--- config.mk ---
export PLATFORM = sky130hd
export DESIGN_NAME = host_chan_as_axil_mmio
export DESIGN_NICKNAME = d
export VERILOG_FILES = /design/src/host_chan_pkg.sv /design/src/host_chan_as_axil_mmio.sv /design/src/afu_csr_regs.sv /design/src/host_chan_map_mmio_axil.sv /design/src/host_chan_split_mmio.sv /design/src/axil_reg_stage.sv
export SDC_FILE = /design/constraint.sdc
export NUM_CORES = 1
export LEC_CHECK = 0
export ABC_CLOCK_PERIOD_IN_PS = 5800
export BUFFER_PORTS_ARGS = -buffer_cell sky130_fd_sc_hd__buf_4
export CAP_MARGIN = 15
export CORE_MARGIN = 2
export CORE_UTILIZATION = 55
export DETAILED_ROUTE_END_ITERATION = 6
export MAX_ROUTING_LAYER = met4
export PLACE_DENSITY = 0.74
export SYNTH_ARGS = -nofsm -noshare
export SYNTH_HDL_FRONTEND = slang
export SYNTH_SLANG_ARGS = --single-unit
--- constraint.sdc ---
create_clock -name clk -period 5.8 [get_ports clk]
set_input_delay 1.16 -clock clk [delete_from_list [all_inputs] [get_ports clk]]
set_output_delay 1.16 -clock clk [all_outputs]
set_load 0.005 [all_outputs]
--- src/host_chan_pkg.sv ---
/*
 * Host-channel shim shared types: incoming message, read completion,
 * fixed MMIO widths and the five AXI4-Lite channel payloads
 */

`default_nettype none

package host_chan_pkg;

    // ==================================================
    // Fixed widths and constants
    // ==================================================

    // MMIO is byte addressed, 32 bit data only
    localparam int MMIO_ADDR_W = 16;
    localparam int MMIO_DATA_W = 32;
    localparam int TID_W = 8;

    // Value returned by the identity register at offset 0x0
    localparam logic [31:0] CSR_ID_VALUE = 32'h4843_4d31;

    // AXI response code, only OKAY is ever generated by the CSR block
    localparam logic [1:0] AXIL_RESP_OKAY = 2'b00;

    // ==================================================
    // Host channel messages
    // ==================================================

    // Kind of message carried on the incoming host stream
    typedef enum logic [1:0] {
        RX_MMIO_RD = 2'd0,
        RX_MMIO_WR = 2'd1,
        RX_MEM_RSP = 2'd2
    } t_rx_kind;

    // One incoming message, data is write data or host memory response data
    typedef struct packed {
        t_rx_kind                kind;
        logic [TID_W-1:0]        tid;
        logic [MMIO_ADDR_W-1:0]  addr;
        logic [MMIO_DATA_W-1:0]  data;
    } t_host_chan_rx;

    // MMIO read completion returned to the host
    typedef struct packed {
        logic [TID_W-1:0]        tid;
        logic [MMIO_DATA_W-1:0]  data;
    } t_host_chan_tx;

    // ==================================================
    // AXI4-Lite channel payloads
    // ==================================================

    typedef struct packed {
        logic [MMIO_ADDR_W-1:0]  addr;
        logic [2:0]              prot;
    } t_axil_aw;

    typedef struct packed {
        logic [MMIO_ADDR_W-1:0]  addr;
        logic [2:0]              prot;
    } t_axil_ar;

    typedef struct packed {
        logic [MMIO_DATA_W-1:0]    data;
        logic [MMIO_DATA_W/8-1:0]  strb;
    } t_axil_w;

    typedef struct packed {
        logic [1:0]  resp;
    } t_axil_b;

    typedef struct packed {
        logic [MMIO_DATA_W-1:0]  data;
        logic [1:0]              resp;
    } t_axil_r;

endpackage

`default_nettype wire
--- src/host_chan_as_axil_mmio.sv ---
/*
 * Host channel shim top: splits host memory responses from MMIO and
 * serves MMIO from the accelerator CSRs over sliced AXI4-Lite
 */

`timescale 1ns/100ps
`default_nettype none

module host_chan_as_axil_mmio #(
    parameter int N_REG_STAGES = 1,
    parameter int MAX_OUTSTANDING_RD = 4,
    parameter int N_SCRATCH = 4
) (
    input  wire                                    clk,
    input  wire                                    rst_n,

    input  wire                                    rx_valid,
    input  wire host_chan_pkg::t_host_chan_rx      rx,
    output logic                                   rx_ready,

    output logic                                   tx_valid,
    output host_chan_pkg::t_host_chan_tx           tx,
    input  wire                                    tx_ready,

    output logic                                   host_mem_rsp_valid,
    output logic [host_chan_pkg::MMIO_DATA_W-1:0]  host_mem_rsp
);

    import host_chan_pkg::*;

    t_host_chan_rx  mmio;
    logic           mmio_valid;
    logic           mmio_ready;
    logic           mem_rsp_seen;

    // Mapper side of the AXI4-Lite path carries the m_ prefix, CSR side s_
    t_axil_aw  m_aw;
    t_axil_aw  s_aw;
    t_axil_w   m_w;
    t_axil_w   s_w;
    t_axil_b   m_b;
    t_axil_b   s_b;
    t_axil_ar  m_ar;
    t_axil_ar  s_ar;
    t_axil_r   m_r;
    t_axil_r   s_r;
    logic      m_aw_valid, m_aw_ready, s_aw_valid, s_aw_ready;
    logic      m_w_valid, m_w_ready, s_w_valid, s_w_ready;
    logic      m_b_valid, m_b_ready, s_b_valid, s_b_ready;
    logic      m_ar_valid, m_ar_ready, s_ar_valid, s_ar_ready;
    logic      m_r_valid, m_r_ready, s_r_valid, s_r_ready;

    host_chan_split_mmio split_mmio (
        .clk, .rst_n,
        .rx_valid, .rx, .rx_ready,
        .mmio_valid, .mmio, .mmio_ready,
        .host_mem_rsp_valid, .host_mem_rsp, .mem_rsp_seen
    );

    host_chan_map_mmio_axil #(.MAX_OUTSTANDING_RD(MAX_OUTSTANDING_RD)) map_mmio (
        .clk, .rst_n,
        .mmio_valid, .mmio, .mmio_ready,
        .aw_valid(m_aw_valid), .aw(m_aw), .aw_ready(m_aw_ready),
        .w_valid(m_w_valid), .w(m_w), .w_ready(m_w_ready),
        .b_valid(m_b_valid), .b(m_b), .b_ready(m_b_ready),
        .ar_valid(m_ar_valid), .ar(m_ar), .ar_ready(m_ar_ready),
        .r_valid(m_r_valid), .r(m_r), .r_ready(m_r_ready),
        .tx_valid, .tx, .tx_ready
    );

    // ==================================================
    // Register slices, one per channel in its own direction
    // ==================================================

    axil_reg_stage #(.t_payload(t_axil_aw), .N_REG_STAGES(N_REG_STAGES)) reg_aw (
        .clk, .rst_n,
        .in_valid(m_aw_valid), .in(m_aw), .in_ready(m_aw_ready),
        .out_valid(s_aw_valid), .out(s_aw), .out_ready(s_aw_ready)
    );

    axil_reg_stage #(.t_payload(t_axil_w), .N_REG_STAGES(N_REG_STAGES)) reg_w (
        .clk, .rst_n,
        .in_valid(m_w_valid), .in(m_w), .in_ready(m_w_ready),
        .out_valid(s_w_valid), .out(s_w), .out_ready(s_w_ready)
    );

    // Responses flow from the CSR block back to the mapper
    axil_reg_stage #(.t_payload(t_axil_b), .N_REG_STAGES(N_REG_STAGES)) reg_b (
        .clk, .rst_n,
        .in_valid(s_b_valid), .in(s_b), .in_ready(s_b_ready),
        .out_valid(m_b_valid), .out(m_b), .out_ready(m_b_ready)
    );

    axil_reg_stage #(.t_payload(t_axil_ar), .N_REG_STAGES(N_REG_STAGES)) reg_ar (
        .clk, .rst_n,
        .in_valid(m_ar_valid), .in(m_ar), .in_ready(m_ar_ready),
        .out_valid(s_ar_valid), .out(s_ar), .out_ready(s_ar_ready)
    );

    axil_reg_stage #(.t_payload(t_axil_r), .N_REG_STAGES(N_REG_STAGES)) reg_r (
        .clk, .rst_n,
        .in_valid(s_r_valid), .in(s_r), .in_ready(s_r_ready),
        .out_valid(m_r_valid), .out(m_r), .out_ready(m_r_ready)
    );

    // CSR block sits beside the splitter and counts its memory responses
    afu_csr_regs #(.N_SCRATCH(N_SCRATCH)) csr (
        .clk, .rst_n,
        .aw_valid(s_aw_valid), .aw(s_aw), .aw_ready(s_aw_ready),
        .w_valid(s_w_valid), .w(s_w), .w_ready(s_w_ready),
        .b_valid(s_b_valid), .b(s_b), .b_ready(s_b_ready),
        .ar_valid(s_ar_valid), .ar(s_ar), .ar_ready(s_ar_ready),
        .r_valid(s_r_valid), .r(s_r), .r_ready(s_r_ready),
        .mem_rsp_seen
    );

endmodule

`default_nettype wire

--- src/afu_csr_regs.sv ---
/*
 * Accelerator CSR block on AXI4-Lite: identity, memory response
 * count and byte-enabled scratch registers
 */

`timescale 1ns/100ps
`default_nettype none

module afu_csr_regs #(
    parameter int N_SCRATCH = 4
) (
    input  wire                          clk,
    input  wire                          rst_n,

    input  wire                          aw_valid,
    input  wire host_chan_pkg::t_axil_aw aw,
    output logic                         aw_ready,
    input  wire                          w_valid,
    input  wire host_chan_pkg::t_axil_w  w,
    output logic                         w_ready,
    output logic                         b_valid,
    output host_chan_pkg::t_axil_b       b,
    input  wire                          b_ready,
    input  wire                          ar_valid,
    input  wire host_chan_pkg::t_axil_ar ar,
    output logic                         ar_ready,
    output logic                         r_valid,
    output host_chan_pkg::t_axil_r       r,
    input  wire                          r_ready,

    input  wire                          mem_rsp_seen
);

    import host_chan_pkg::*;

    localparam int WORD_W = MMIO_ADDR_W - 2;

    logic [MMIO_DATA_W-1:0]  scratch [N_SCRATCH];
    logic [MMIO_DATA_W-1:0]  rsp_count;
    logic [MMIO_DATA_W-1:0]  rd_data;
    logic [MMIO_DATA_W-1:0]  rd_data_q;
    logic [WORD_W-1:0]       wr_word;
    logic [WORD_W-1:0]       rd_word;
    logic                    b_free;
    logic                    wr_fire;
    logic                    rd_fire;

    // Register map is word based, low address bits are ignored
    assign wr_word = aw.addr[MMIO_ADDR_W-1:2];
    assign rd_word = ar.addr[MMIO_ADDR_W-1:2];

    // ==================================================
    // Write channel
    // ==================================================

    // AW and W are taken together, once the previous B has gone
    assign b_free = !b_valid || b_ready;
    assign aw_ready = w_valid && b_free;
    assign w_ready = aw_valid && b_free;
    assign wr_fire = aw_valid && w_valid && b_free;
    assign b = '{resp: AXIL_RESP_OKAY};

    always_ff @(posedge clk or negedge rst_n) begin
        if (!rst_n) begin
            b_valid <= 1'b0;
            rsp_count <= '0;
            for (int i = 0; i < N_SCRATCH; i++) scratch[i] <= '0;
        end else begin
            if (wr_fire) begin
                b_valid <= 1'b1;
            end else if (b_ready) begin
                b_valid <= 1'b0;
            end
            if (mem_rsp_seen) rsp_count <= rsp_count + 1'b1;
            // Scratch i sits at word 2 + i, writes elsewhere are dropped
            for (int i = 0; i < N_SCRATCH; i++) begin
                if (wr_fire && wr_word == WORD_W'(2 + i)) begin
                    for (int n = 0; n < MMIO_DATA_W / 8; n++) begin
                        if (w.strb[n]) scratch[i][8*n +: 8] <= w.data[8*n +: 8];
                    end
                end
            end
        end
    end

    // ==================================================
    // Read channel
    // ==================================================

    // Unmapped words read as zero
    always_comb begin
        rd_data = '0;
        if (rd_word == WORD_W'(0)) rd_data = CSR_ID_VALUE;
        if (rd_word == WORD_W'(1)) rd_data = rsp_count;
        for (int i = 0; i < N_SCRATCH; i++) begin
            if (rd_word == WORD_W'(2 + i)) rd_data = scratch[i];
        end
    end

    // R is held until taken, which also stalls further AR
    assign ar_ready = !r_valid || r_ready;
    assign rd_fire = ar_valid && ar_ready;
    assign r = '{data: rd_data_q, resp: AXIL_RESP_OKAY};

    always_ff @(posedge clk or negedge rst_n) begin
        if (!rst_n) begin
            r_valid <= 1'b0;
        end else if (rd_fire) begin
            r_valid <= 1'b1;
        end else if (r_ready) begin
            r_valid <= 1'b0;
        end
    end

    always_ff @(posedge clk) begin
        if (rd_fire) rd_data_q <= rd_data;
    end

endmodule

`default_nettype wire

--- src/host_chan_map_mmio_axil.sv ---
/*
 * MMIO to AXI4-Lite master that turns host MMIO reads and writes into
 * AXI transactions and returns tid-tagged read completions
 */

`timescale 1ns/100ps
`default_nettype none

module host_chan_map_mmio_axil #(
    parameter int MAX_OUTSTANDING_RD = 4
) (
    input  wire                                clk,
    input  wire                                rst_n,

    input  wire                                mmio_valid,
    input  wire host_chan_pkg::t_host_chan_rx  mmio,
    output logic                               mmio_ready,

    output logic                               aw_valid,
    output host_chan_pkg::t_axil_aw            aw,
    input  wire                                aw_ready,
    output logic                               w_valid,
    output host_chan_pkg::t_axil_w             w,
    input  wire                                w_ready,
    input  wire                                b_valid,
    input  wire host_chan_pkg::t_axil_b        b,
    output logic                               b_ready,
    output logic                               ar_valid,
    output host_chan_pkg::t_axil_ar            ar,
    input  wire                                ar_ready,
    input  wire                                r_valid,
    input  wire host_chan_pkg::t_axil_r        r,
    output logic                               r_ready,

    output logic                               tx_valid,
    output host_chan_pkg::t_host_chan_tx       tx,
    input  wire                                tx_ready
);

    import host_chan_pkg::*;

    localparam int PTR_W = (MAX_OUTSTANDING_RD > 1) ? $clog2(MAX_OUTSTANDING_RD) : 1;
    localparam int CNT_W = $clog2(MAX_OUTSTANDING_RD + 1);

    logic              wr_pending;
    logic [CNT_W-1:0]  rd_cnt;
    logic [TID_W-1:0]  tid_fifo [MAX_OUTSTANDING_RD];
    logic [PTR_W-1:0]  tid_wr_ptr;
    logic [PTR_W-1:0]  tid_rd_ptr;
    logic              is_wr;
    logic              wr_ok;
    logic              rd_ok;
    logic              wr_accept;
    logic              rd_accept;
    logic              r_fire;

    function automatic logic [PTR_W-1:0] next_ptr(input logic [PTR_W-1:0] ptr);
        return (ptr == PTR_W'(MAX_OUTSTANDING_RD - 1)) ? '0 : ptr + 1'b1;
    endfunction

    // ==================================================
    // Acceptance and ordering
    // ==================================================

    // Writes wait for all reads to drain, reads wait behind a pending write,
    // so every read sees the effect of all earlier writes
    assign is_wr = (mmio.kind == RX_MMIO_WR);
    assign wr_ok = !wr_pending && (rd_cnt == '0);
    // A new AR can only be loaded once the previous one leaves this cycle
    assign rd_ok = !wr_pending && (rd_cnt < CNT_W'(MAX_OUTSTANDING_RD)) &&
                   (!ar_valid || ar_ready);

    assign mmio_ready = is_wr ? wr_ok : rd_ok;
    assign wr_accept = mmio_valid && is_wr && wr_ok;
    assign rd_accept = mmio_valid && !is_wr && rd_ok;

    // ==================================================
    // Write path
    // ==================================================

    // Only one write is ever in flight, so B is taken whenever one is pending
    assign b_ready = wr_pending;

    always_ff @(posedge clk or negedge rst_n) begin
        if (!rst_n) begin
            wr_pending <= 1'b0;
            aw_valid <= 1'b0;
            w_valid <= 1'b0;
        end else if (wr_accept) begin
            wr_pending <= 1'b1;
            aw_valid <= 1'b1;
            w_valid <= 1'b1;
        end else begin
            if (aw_ready) aw_valid <= 1'b0;
            if (w_ready) w_valid <= 1'b0;
            // The write retires on B whatever its response code
            if (b_valid) wr_pending <= 1'b0;
        end
    end

    // Full 32 bit writes only with all byte strobes set
    always_ff @(posedge clk) begin
        if (wr_accept) begin
            aw.addr <= mmio.addr;
            aw.prot <= '0;
            w.data <= mmio.data;
            w.strb <= '1;
        end
    end

    // ==================================================
    // Read path
    // ==================================================

    always_ff @(posedge clk or negedge rst_n) begin
        if (!rst_n) begin
            ar_valid <= 1'b0;
        end else if (rd_accept) begin
            ar_valid <= 1'b1;
        end else if (ar_ready) begin
            ar_valid <= 1'b0;
        end
    end

    always_ff @(posedge clk) begin
        if (rd_accept) begin
            ar.addr <= mmio.addr;
            ar.prot <= '0;
            tid_fifo[tid_wr_ptr] <= mmio.tid;
        end
    end

    // Completions are in order, so the oldest tid belongs to the next R
    assign r_fire = r_valid && r_ready;

    always_ff @(posedge clk or negedge rst_n) begin
        if (!rst_n) begin
            tid_wr_ptr <= '0;
            tid_rd_ptr <= '0;
            rd_cnt <= '0;
        end else begin
            if (rd_accept) tid_wr_ptr <= next_ptr(tid_wr_ptr);
            if (r_fire) tid_rd_ptr <= next_ptr(tid_rd_ptr);
            rd_cnt <= rd_cnt + CNT_W'(rd_accept) - CNT_W'(r_fire);
        end
    end

    // ==================================================
    // Completion register
    // ==================================================

    // R stalls while the host holds back a completion, which backs up the slices
    assign r_ready = !tx_valid || tx_ready;

    always_ff @(posedge clk or negedge rst_n) begin
        if (!rst_n) begin
            tx_valid <= 1'b0;
        end else if (r_fire) begin
            tx_valid <= 1'b1;
        end else if (tx_ready) begin
            tx_valid <= 1'b0;
        end
    end

    // A failed read returns all ones to the host
    always_ff @(posedge clk) begin
        if (r_fire) begin
            tx.tid <= tid_fifo[tid_rd_ptr];
            tx.data <= (r.resp == AXIL_RESP_OKAY) ? r.data : '1;
        end
    end

endmodule

`default_nettype wire

--- src/host_chan_split_mmio.sv ---
/*
 * Host channel splitter: MMIO requests go on to the mapper,
 * host memory responses leave on their own registered port
 */

`timescale 1ns/100ps
`default_nettype none

module host_chan_split_mmio (
    input  wire                                    clk,
    input  wire                                    rst_n,

    input  wire                                    rx_valid,
    input  wire host_chan_pkg::t_host_chan_rx      rx,
    output logic                                   rx_ready,

    output logic                                   mmio_valid,
    output host_chan_pkg::t_host_chan_rx           mmio,
    input  wire                                    mmio_ready,

    output logic                                   host_mem_rsp_valid,
    output logic [host_chan_pkg::MMIO_DATA_W-1:0]  host_mem_rsp,
    output logic                                   mem_rsp_seen
);

    import host_chan_pkg::*;

    logic is_mem_rsp;

    assign is_mem_rsp = (rx.kind == RX_MEM_RSP);

    // Everything that is not a memory response is an MMIO request
    assign mmio_valid = rx_valid && !is_mem_rsp;
    assign mmio = rx;

    // Memory responses are never stalled, MMIO waits for the mapper
    assign rx_ready = is_mem_rsp ? 1'b1 : mmio_ready;

    always_ff @(posedge clk or negedge rst_n) begin
        if (!rst_n) begin
            host_mem_rsp_valid <= 1'b0;
        end else begin
            host_mem_rsp_valid <= rx_valid && is_mem_rsp;
        end
    end

    always_ff @(posedge clk) begin
        if (rx_valid && is_mem_rsp) begin
            host_mem_rsp <= rx.data;
        end
    end

    // The CSR block counts one pulse per response passed
    assign mem_rsp_seen = host_mem_rsp_valid;

endmodule

`default_nettype wire

--- src/axil_reg_stage.sv ---
/*
 * Register slice for one AXI4-Lite channel: a chain of valid/ready
 * pipeline registers, full throughput, payload given as a type
 */

`timescale 1ns/100ps
`default_nettype none

module axil_reg_stage #(
    parameter type t_payload = logic,
    parameter int  N_REG_STAGES = 1
) (
    input  wire       clk,
    input  wire       rst_n,

    input  wire       in_valid,
    input  wire       t_payload in,
    output logic      in_ready,

    output logic      out_valid,
    output t_payload  out,
    input  wire       out_ready
);

    // Index 0 is the input port, index N_REG_STAGES is the last register
    logic      valid [0:N_REG_STAGES];
    logic      ready [0:N_REG_STAGES];
    t_payload  data  [0:N_REG_STAGES];

    assign valid[0] = in_valid;
    assign data[0] = in;
    assign in_ready = ready[0];

    assign out_valid = valid[N_REG_STAGES];
    assign out = data[N_REG_STAGES];
    assign ready[N_REG_STAGES] = out_ready;

    // With zero stages the loop is empty and the channel is a plain wire
    for (genvar i = 0; i < N_REG_STAGES; i++) begin : g_stage
        // A stage takes new data when empty or when it drains in the same cycle
        assign ready[i] = !valid[i+1] || ready[i+1];

        always_ff @(posedge clk or negedge rst_n) begin
            if (!rst_n) begin
                valid[i+1] <= 1'b0;
            end else if (ready[i]) begin
                valid[i+1] <= valid[i];
            end
        end

        // Payload only moves on a real transfer into this stage
        always_ff @(posedge clk) begin
            if (ready[i] && valid[i]) begin
                data[i+1] <= data[i];
            end
        end
    end

endmodule

`default_nettype wire

# Yosys cells after proc, flatten, opt, wreduce, memory -nomap -nowiden
# Memory sizes are Yosys's and may differ from the RTL's. A register that Yosys moved wholly into a read port is not among the register bits.
# Index checks and enable logic that the tools add are counted.
# W data, S select, Z words.
# totals
reg_bits	436
ramBits	32
memories	1
inputBits	62
# classes
n_addsub	5
order_cmp	1
eq_ne	13
muxes	26
n_reduce_logical	53
# mem_list
name	words	word_bits	rd	rd_ports_with_merged_regs	write_ports	line_no	source
map_mmio.tid_fifo	4	8	1	1	1	host_chan_map_mmio_axil.sv:47	logic [TID_W-1:0] tid_fifo [MAX_OUTSTANDING_RD];
# op_table
cell	n
$mux W32	5
$eq A14 B2 Y1 const B	4
$eq A14 B3 Y1 const B	4
$add A32 B1 Y32 const B	1
$mux W31	1
$logic_and A1 B1 Y1	23
$mux W1	18
$eq A14 B1 Y1 const B	1
$logic_not A14 Y1	1
$reduce_bool A2 Y1	7
$logic_not A1 Y1	12
$logic_or A1 B1 Y1	9
$eq A2 B2 Y1 const B	3
$add A2 B1 Y2 const B	2
$mux W2	2
$add A3 B1 Y3	1
$logic_not A3 Y1	1
$lt A3 B3 Y1 const B	1
$sub A3 B1 Y3	1
$eq A2 B1 Y1 const B	1

# Logic depth before layout (Yosys ltp)
# depth
word_depth	10
depth_mapped	9

# By module
# A second synthesis with hierarchy kept.
# hier_totals
cells_unflattened	1141
area_unflattened_um2	19162.1
# modules_own_cells
mod	instances	area_each_um2	cells_per_inst
afu_csr_regs	1	8854.7	658
host_chan_map_mmio_axil	1	5270.1	256
host_chan_split_mmio	1	1465.2	97
axil_reg_stage (reg_ar ...)	2	624.3	23
axil_reg_stage (reg_w)	1	1134.8	40
axil_reg_stage (reg_r)	1	1074.8	38
axil_reg_stage (reg_b)	1	113.9	6

# Least setup slack after synthesis
# OpenSTA, ideal clock, no wires.
# synth_timing
path_type	input-to-reg
startpoint	input port rx[56] (netlist bit)
endpoint	register, netlist name map_mmio.aw[10]
t_required_ns	5.277
setup_time_ns	0.523
stages	2
setup_slack_ns	0.505
path_buffers	0
arrival_ns	4.772
cell_sequence	nand2_1 nor3b_1
# synth_via
elab_chain_len	5
word_cells_on_any_way	6
cone_classes	eq/ne: 2; reduce/logical: 4
# synth_rtl
element	line_no	source
start: declaration	host_chan_as_axil_mmio.sv:18	input wire host_chan_pkg::t_host_chan_rx rx,
$eq A2 B2 Y1	host_chan_split_mmio.sv:30	assign is_mem_rsp = (rx.kind == RX_MEM_RSP);
$logic_not A1 Y1	host_chan_split_mmio.sv:33	assign mmio_valid = rx_valid && !is_mem_rsp;
$logic_and A1 B1 Y1	host_chan_split_mmio.sv:33	
$logic_and A1 B1 Y1 * (2 in series)	host_chan_map_mmio_axil.sv:74	assign wr_accept = mmio_valid && is_wr && wr_ok;
named net map_mmio.wr_accept	host_chan_map_mmio_axil.sv:53	logic wr_accept;
# Mark *: on every way through the listed nets, which the timed path passes. The rest lies on a longest branch.
# A chain may end at the register's enable or synchronous reset.

# Worst setup path in the final report
# layout_timing
startpoint	input port tx_ready
endpoint	output port rx_ready
# layout_via
elab_chain_len	8
# layout_rtl
element	line_no	source
start: declaration	host_chan_as_axil_mmio.sv:23	input wire tx_ready,
$logic_or A1 B1 Y1	host_chan_map_mmio_axil.sv:153	assign r_ready = !tx_valid || tx_ready;
$logic_or A1 B1 Y1	axil_reg_stage.sv:41	assign ready[i] = !valid[i+1] || ready[i+1];
$logic_or A1 B1 Y1	afu_csr_regs.sv:101	assign ar_ready = !r_valid || r_ready;
$logic_or A1 B1 Y1	axil_reg_stage.sv:41	
$logic_or A1 B1 Y1	host_chan_map_mmio_axil.sv:71	(!ar_valid || ar_ready);
$logic_and A1 B1 Y1	host_chan_map_mmio_axil.sv:70	assign rd_ok = !wr_pending && (rd_cnt < CNT_W'(MAX_OUTSTANDING_RD)) &&
$mux W1	host_chan_map_mmio_axil.sv:73	assign mmio_ready = is_wr ? wr_ok : rd_ok;
$mux W1	host_chan_split_mmio.sv:37	assign rx_ready = is_mem_rsp ? 1'b1 : mmio_ready;
end: declaration	host_chan_as_axil_mmio.sv:19	output logic rx_ready,
# No other way between the ends.

==> flow_summary.ini <==
[synth]
ys.flop_type = edfxtp_1
synth_warnings = 0
synth.area.top_cells = edfxtp_1, dfrtp_1, mux2_2
synth_nets = 1056
syn_area_per_cell_um2 = 17.7
syn-cell-area_mm2 = 0.0175
synthArstFlopShare_pct = 38.5
synth_top_cell_by_area = edfxtp_1
ys_seq_area_share_pct = 75.3
synth_cell_types = 55
synth-seq-cells = 468
synth_edf_count = 288
synthCells = 985
synth_top_area_share_pct = 49.5

[placement]
gp_congestion = 0.838
numPortBuffers = 134
dp_hpwl_um = 19600

[sta]
finalCritPeriodShare_pct = 60.7
max_freq_ghz = 0.284
tightest_slew_ns = 1.11
min_period_ns = 3.52
fin_skew_ns = 0.0117
totalNegativeSetupSlack_ns = 0
slew_headroom_pct = 25.6
hold_viol_final = 0
rsz0062_at_grt = no
slew_viol_final = 0
setup_viol = 0

[setup_path]
endpoint_kind = output port
critPathKind = in2out
cp_max_fo = 5
worstPathRequired_ns = 4.64
startpoint_type = input port
cp.arrival_ns = 2.36

[detailed_routing]
ant_nets = 0
drt-pass1-iter-count = 5
drc_errors = 0
routed_wl_um = 31300
drt-wirelength-per-cell_um = 19.8
routed-via-count = 8844
drtIter0Drc = 606
viasPerCell = 5.59

[power_and_ir_drop]
seq_power_share_pct = 54.2
p_clk_share_pct = 43.8
switchingPower_mw = 1.30
p_comb_share_pct = 2.0
power_per_cell_area_mw_per_mm2 = 325
netSwitchingFraction_pct = 19.6
vdd_drop_max_uv = 256
intPower_mw = 5.34
power.leakage_nw = 8.30
total_power_mw = 6.64

[cells_and_area]
fin_nets = 1215
area_delta_synth_final_pct = 17.0
n_antenna_cell = 0
drive_gt1_share_pct = 34.0

[cts]
insertion_delay_ns = 0.54
cts_htree_levels = 2
cts_buffer_depth = 3
cts_buffers = 46
post_cts_buffers = 0
cts_sinks = 468
ctsResizeCount = 0
clk_pin_slew_worst_paths_ns = 0.06
clockRootBuffer = clkbuf_16
postCtsHoldBufs = 0
cts_tree = yes

[floorplanning]
die_area_mm2 = 0.0332
placementRows = 65
ioPinCount = 137
die_h_um = 182
fp.dieW_um = 182
fp.coreArea_mm2 = 0.0314
start_util_pct = 55.6

[global_routing]
grt_pass1_wl_um = 50800
grt_max_degree = 69
grt_pass1_vias = 9351
track_usage_pct = 20.2
antenna_found_initial = 1
grt_overflow_total = 0

[job]
cap_violations = 0

[outcome]
status = complete, no violations

[worst_hold_path]
hp-class = reg2reg
-- cell families (layout without fill, tap and decap cells) --
logic type / count (synthesis) / in the layout / synth area share, %
flops: 468 / 468 / 75.3
mux: 172 / 172 / 11.5
simple gates: 148 / 148 / 4.98
compound gates: 105 / 105 / 4.36
buf+inv: 49 / 245 / 1.41
xor+xnor: 34 / 34 / 1.71
fa+ha+maj: 9 / 9 / 0.688
-- synthesized netlist by cell type, types with 7 or more instances --
| library cell | number |
|---|---|
| edfxtp_1 | 288 |
| dfrtp_1 | 180 |
| mux2_2 | 148 |
| nand2_1 | 32 |
| xnor2_1 | 28 |
| a22oi_1 | 20 |
| o21ai_0 | 20 |
| clkbuf_1 | 19 |
| nor2_1 | 19 |
| nand4_1 | 17 |
| buf_2 | 14 |
| mux2i_1 | 12 |
| nand3_1 | 12 |
| a2bb2oi_1 | 11 |
| o211ai_1 | 11 |
| a221o_1 | 10 |
| o21a_1 | 10 |
| o22ai_1 | 10 |
| inv_1 | 9 |
| nor4_1 | 9 |
| and2_1 | 8 |
| and3_1 | 8 |
| ha_1 | 8 |
| mux4_2 | 8 |
| nand2b_1 | 7 |
| nor2b_1 | 7 |
-- final cells by class --
type / count / area [µm²]
flip-flops and latches: 468 / 13200
clock buffers: 57 / 1280
clock inverters: 28 / 225
inverters: 9 / 33.8
well taps: 402 / 503
multi-input cells: 468 / 4080
repair buffers: 151 / 1140
fillers: 2204 / 11000
-- state kept, by name (all words and copies together) (netlist names), 2 cells and up --
register	flops
map_mmio.tid_fifo	32
csr.rd_data_q	32
csr.scratch	128
map_mmio.tid_wr_ptr	2
map_mmio.ar	14
map_mmio.w	32
reg_aw.out	14
split_mmio.host_mem_rsp	32
map_mmio.rd_cnt	3
map_mmio.aw	14
reg_w.out	32
csr.rsp_count	32
map_mmio.tx	40
reg_ar.out	14
map_mmio.tid_rd_ptr	2
reg_r.out	32
-- layer usage --
metal | wire length (µm) | up-vias | part of all wire, % | track usage, %
met2 | 14700 | 234 | 47 | 30.5
met5 | 0 | - | 0 | -
met1 | 14600 | 4475 | 46 | 29.2
met3 | 1480 | 45 | 4.7 | 3.33
met4 | 570 | 0 | 1.8 | 4.97
li1 | - | 4090 | - | -
-- metrics by stage --
step           hold WS [ns]  area [µm²]  setup WS [ns]  util [%]  instances
6_report              0.414       20400           2.28      65.1       1583
5_1_grt               0.412       20400           2.17      65.1       1583
4_1_cts               0.408       20400           2.29      65.0       1582
3_5_place_dp          0.405       18900           2.03      60.2       1497
3_3_place_gp          0.401       18900           2.11      60.2       1497
2_1_floorplan         0.400       17500          0.505         -        985
-- power by group through the flow --
stage	clock network [mW]	registers (mW)	logic [mW]
detailed placement	0	3.66	0.133
global placement	0	3.66	0.128
floorplan	0	3.65	0.0438
global route	3.12	3.60	0.148
CTS	2.98	3.60	0.134
finish	2.91	3.60	0.131
-- critical path, cell delays in order --
cell      delay [ns]
buf_4           0.09
and4b_1         0.25
a311oi_1        0.44
nand2b_1        0.11
a31oi_1         0.18
buf_4           0.13
-- worst paths after layout --
kind	startpoint	to	slack [ns]	depth (start not counted)
max in group asynchronous	rst_n	csr.scratch[54]	3.99	2
worst min register to register	map_mmio.w[8]	reg_w.out[8]	0.41	0
worst min-delay path	map_mmio.w[8]	reg_w.out[8]	0.41	0
worst max register to register	map_mmio.tx_valid	map_mmio.rd_cnt[2]	2.83	7
min in group asynchronous	rst_n	csr.b_valid	0.56	1
worst max-delay path	tx_ready	rx_ready	2.28	6
-- cells in the final DEF (no fill, tap or decap), types with 9 or more instances in the layout --
cell / instances
a221o_1: 10
a22oi_1: 20
a2bb2oi_1: 11
buf_4: 149
clkbuf_16: 48
clkinv_2: 13
dfrtp_1: 180
edfxtp_1: 288
inv_1: 9
mux2_2: 148
mux2i_1: 12
nand2_1: 32
nand3_1: 12
nand4_1: 17
nor2_1: 19
o211ai_1: 11
o21a_1: 10
o21ai_0: 20
o22ai_1: 10
xnor2_1: 28
No activity file was read; power rests on OpenSTA's default activity.
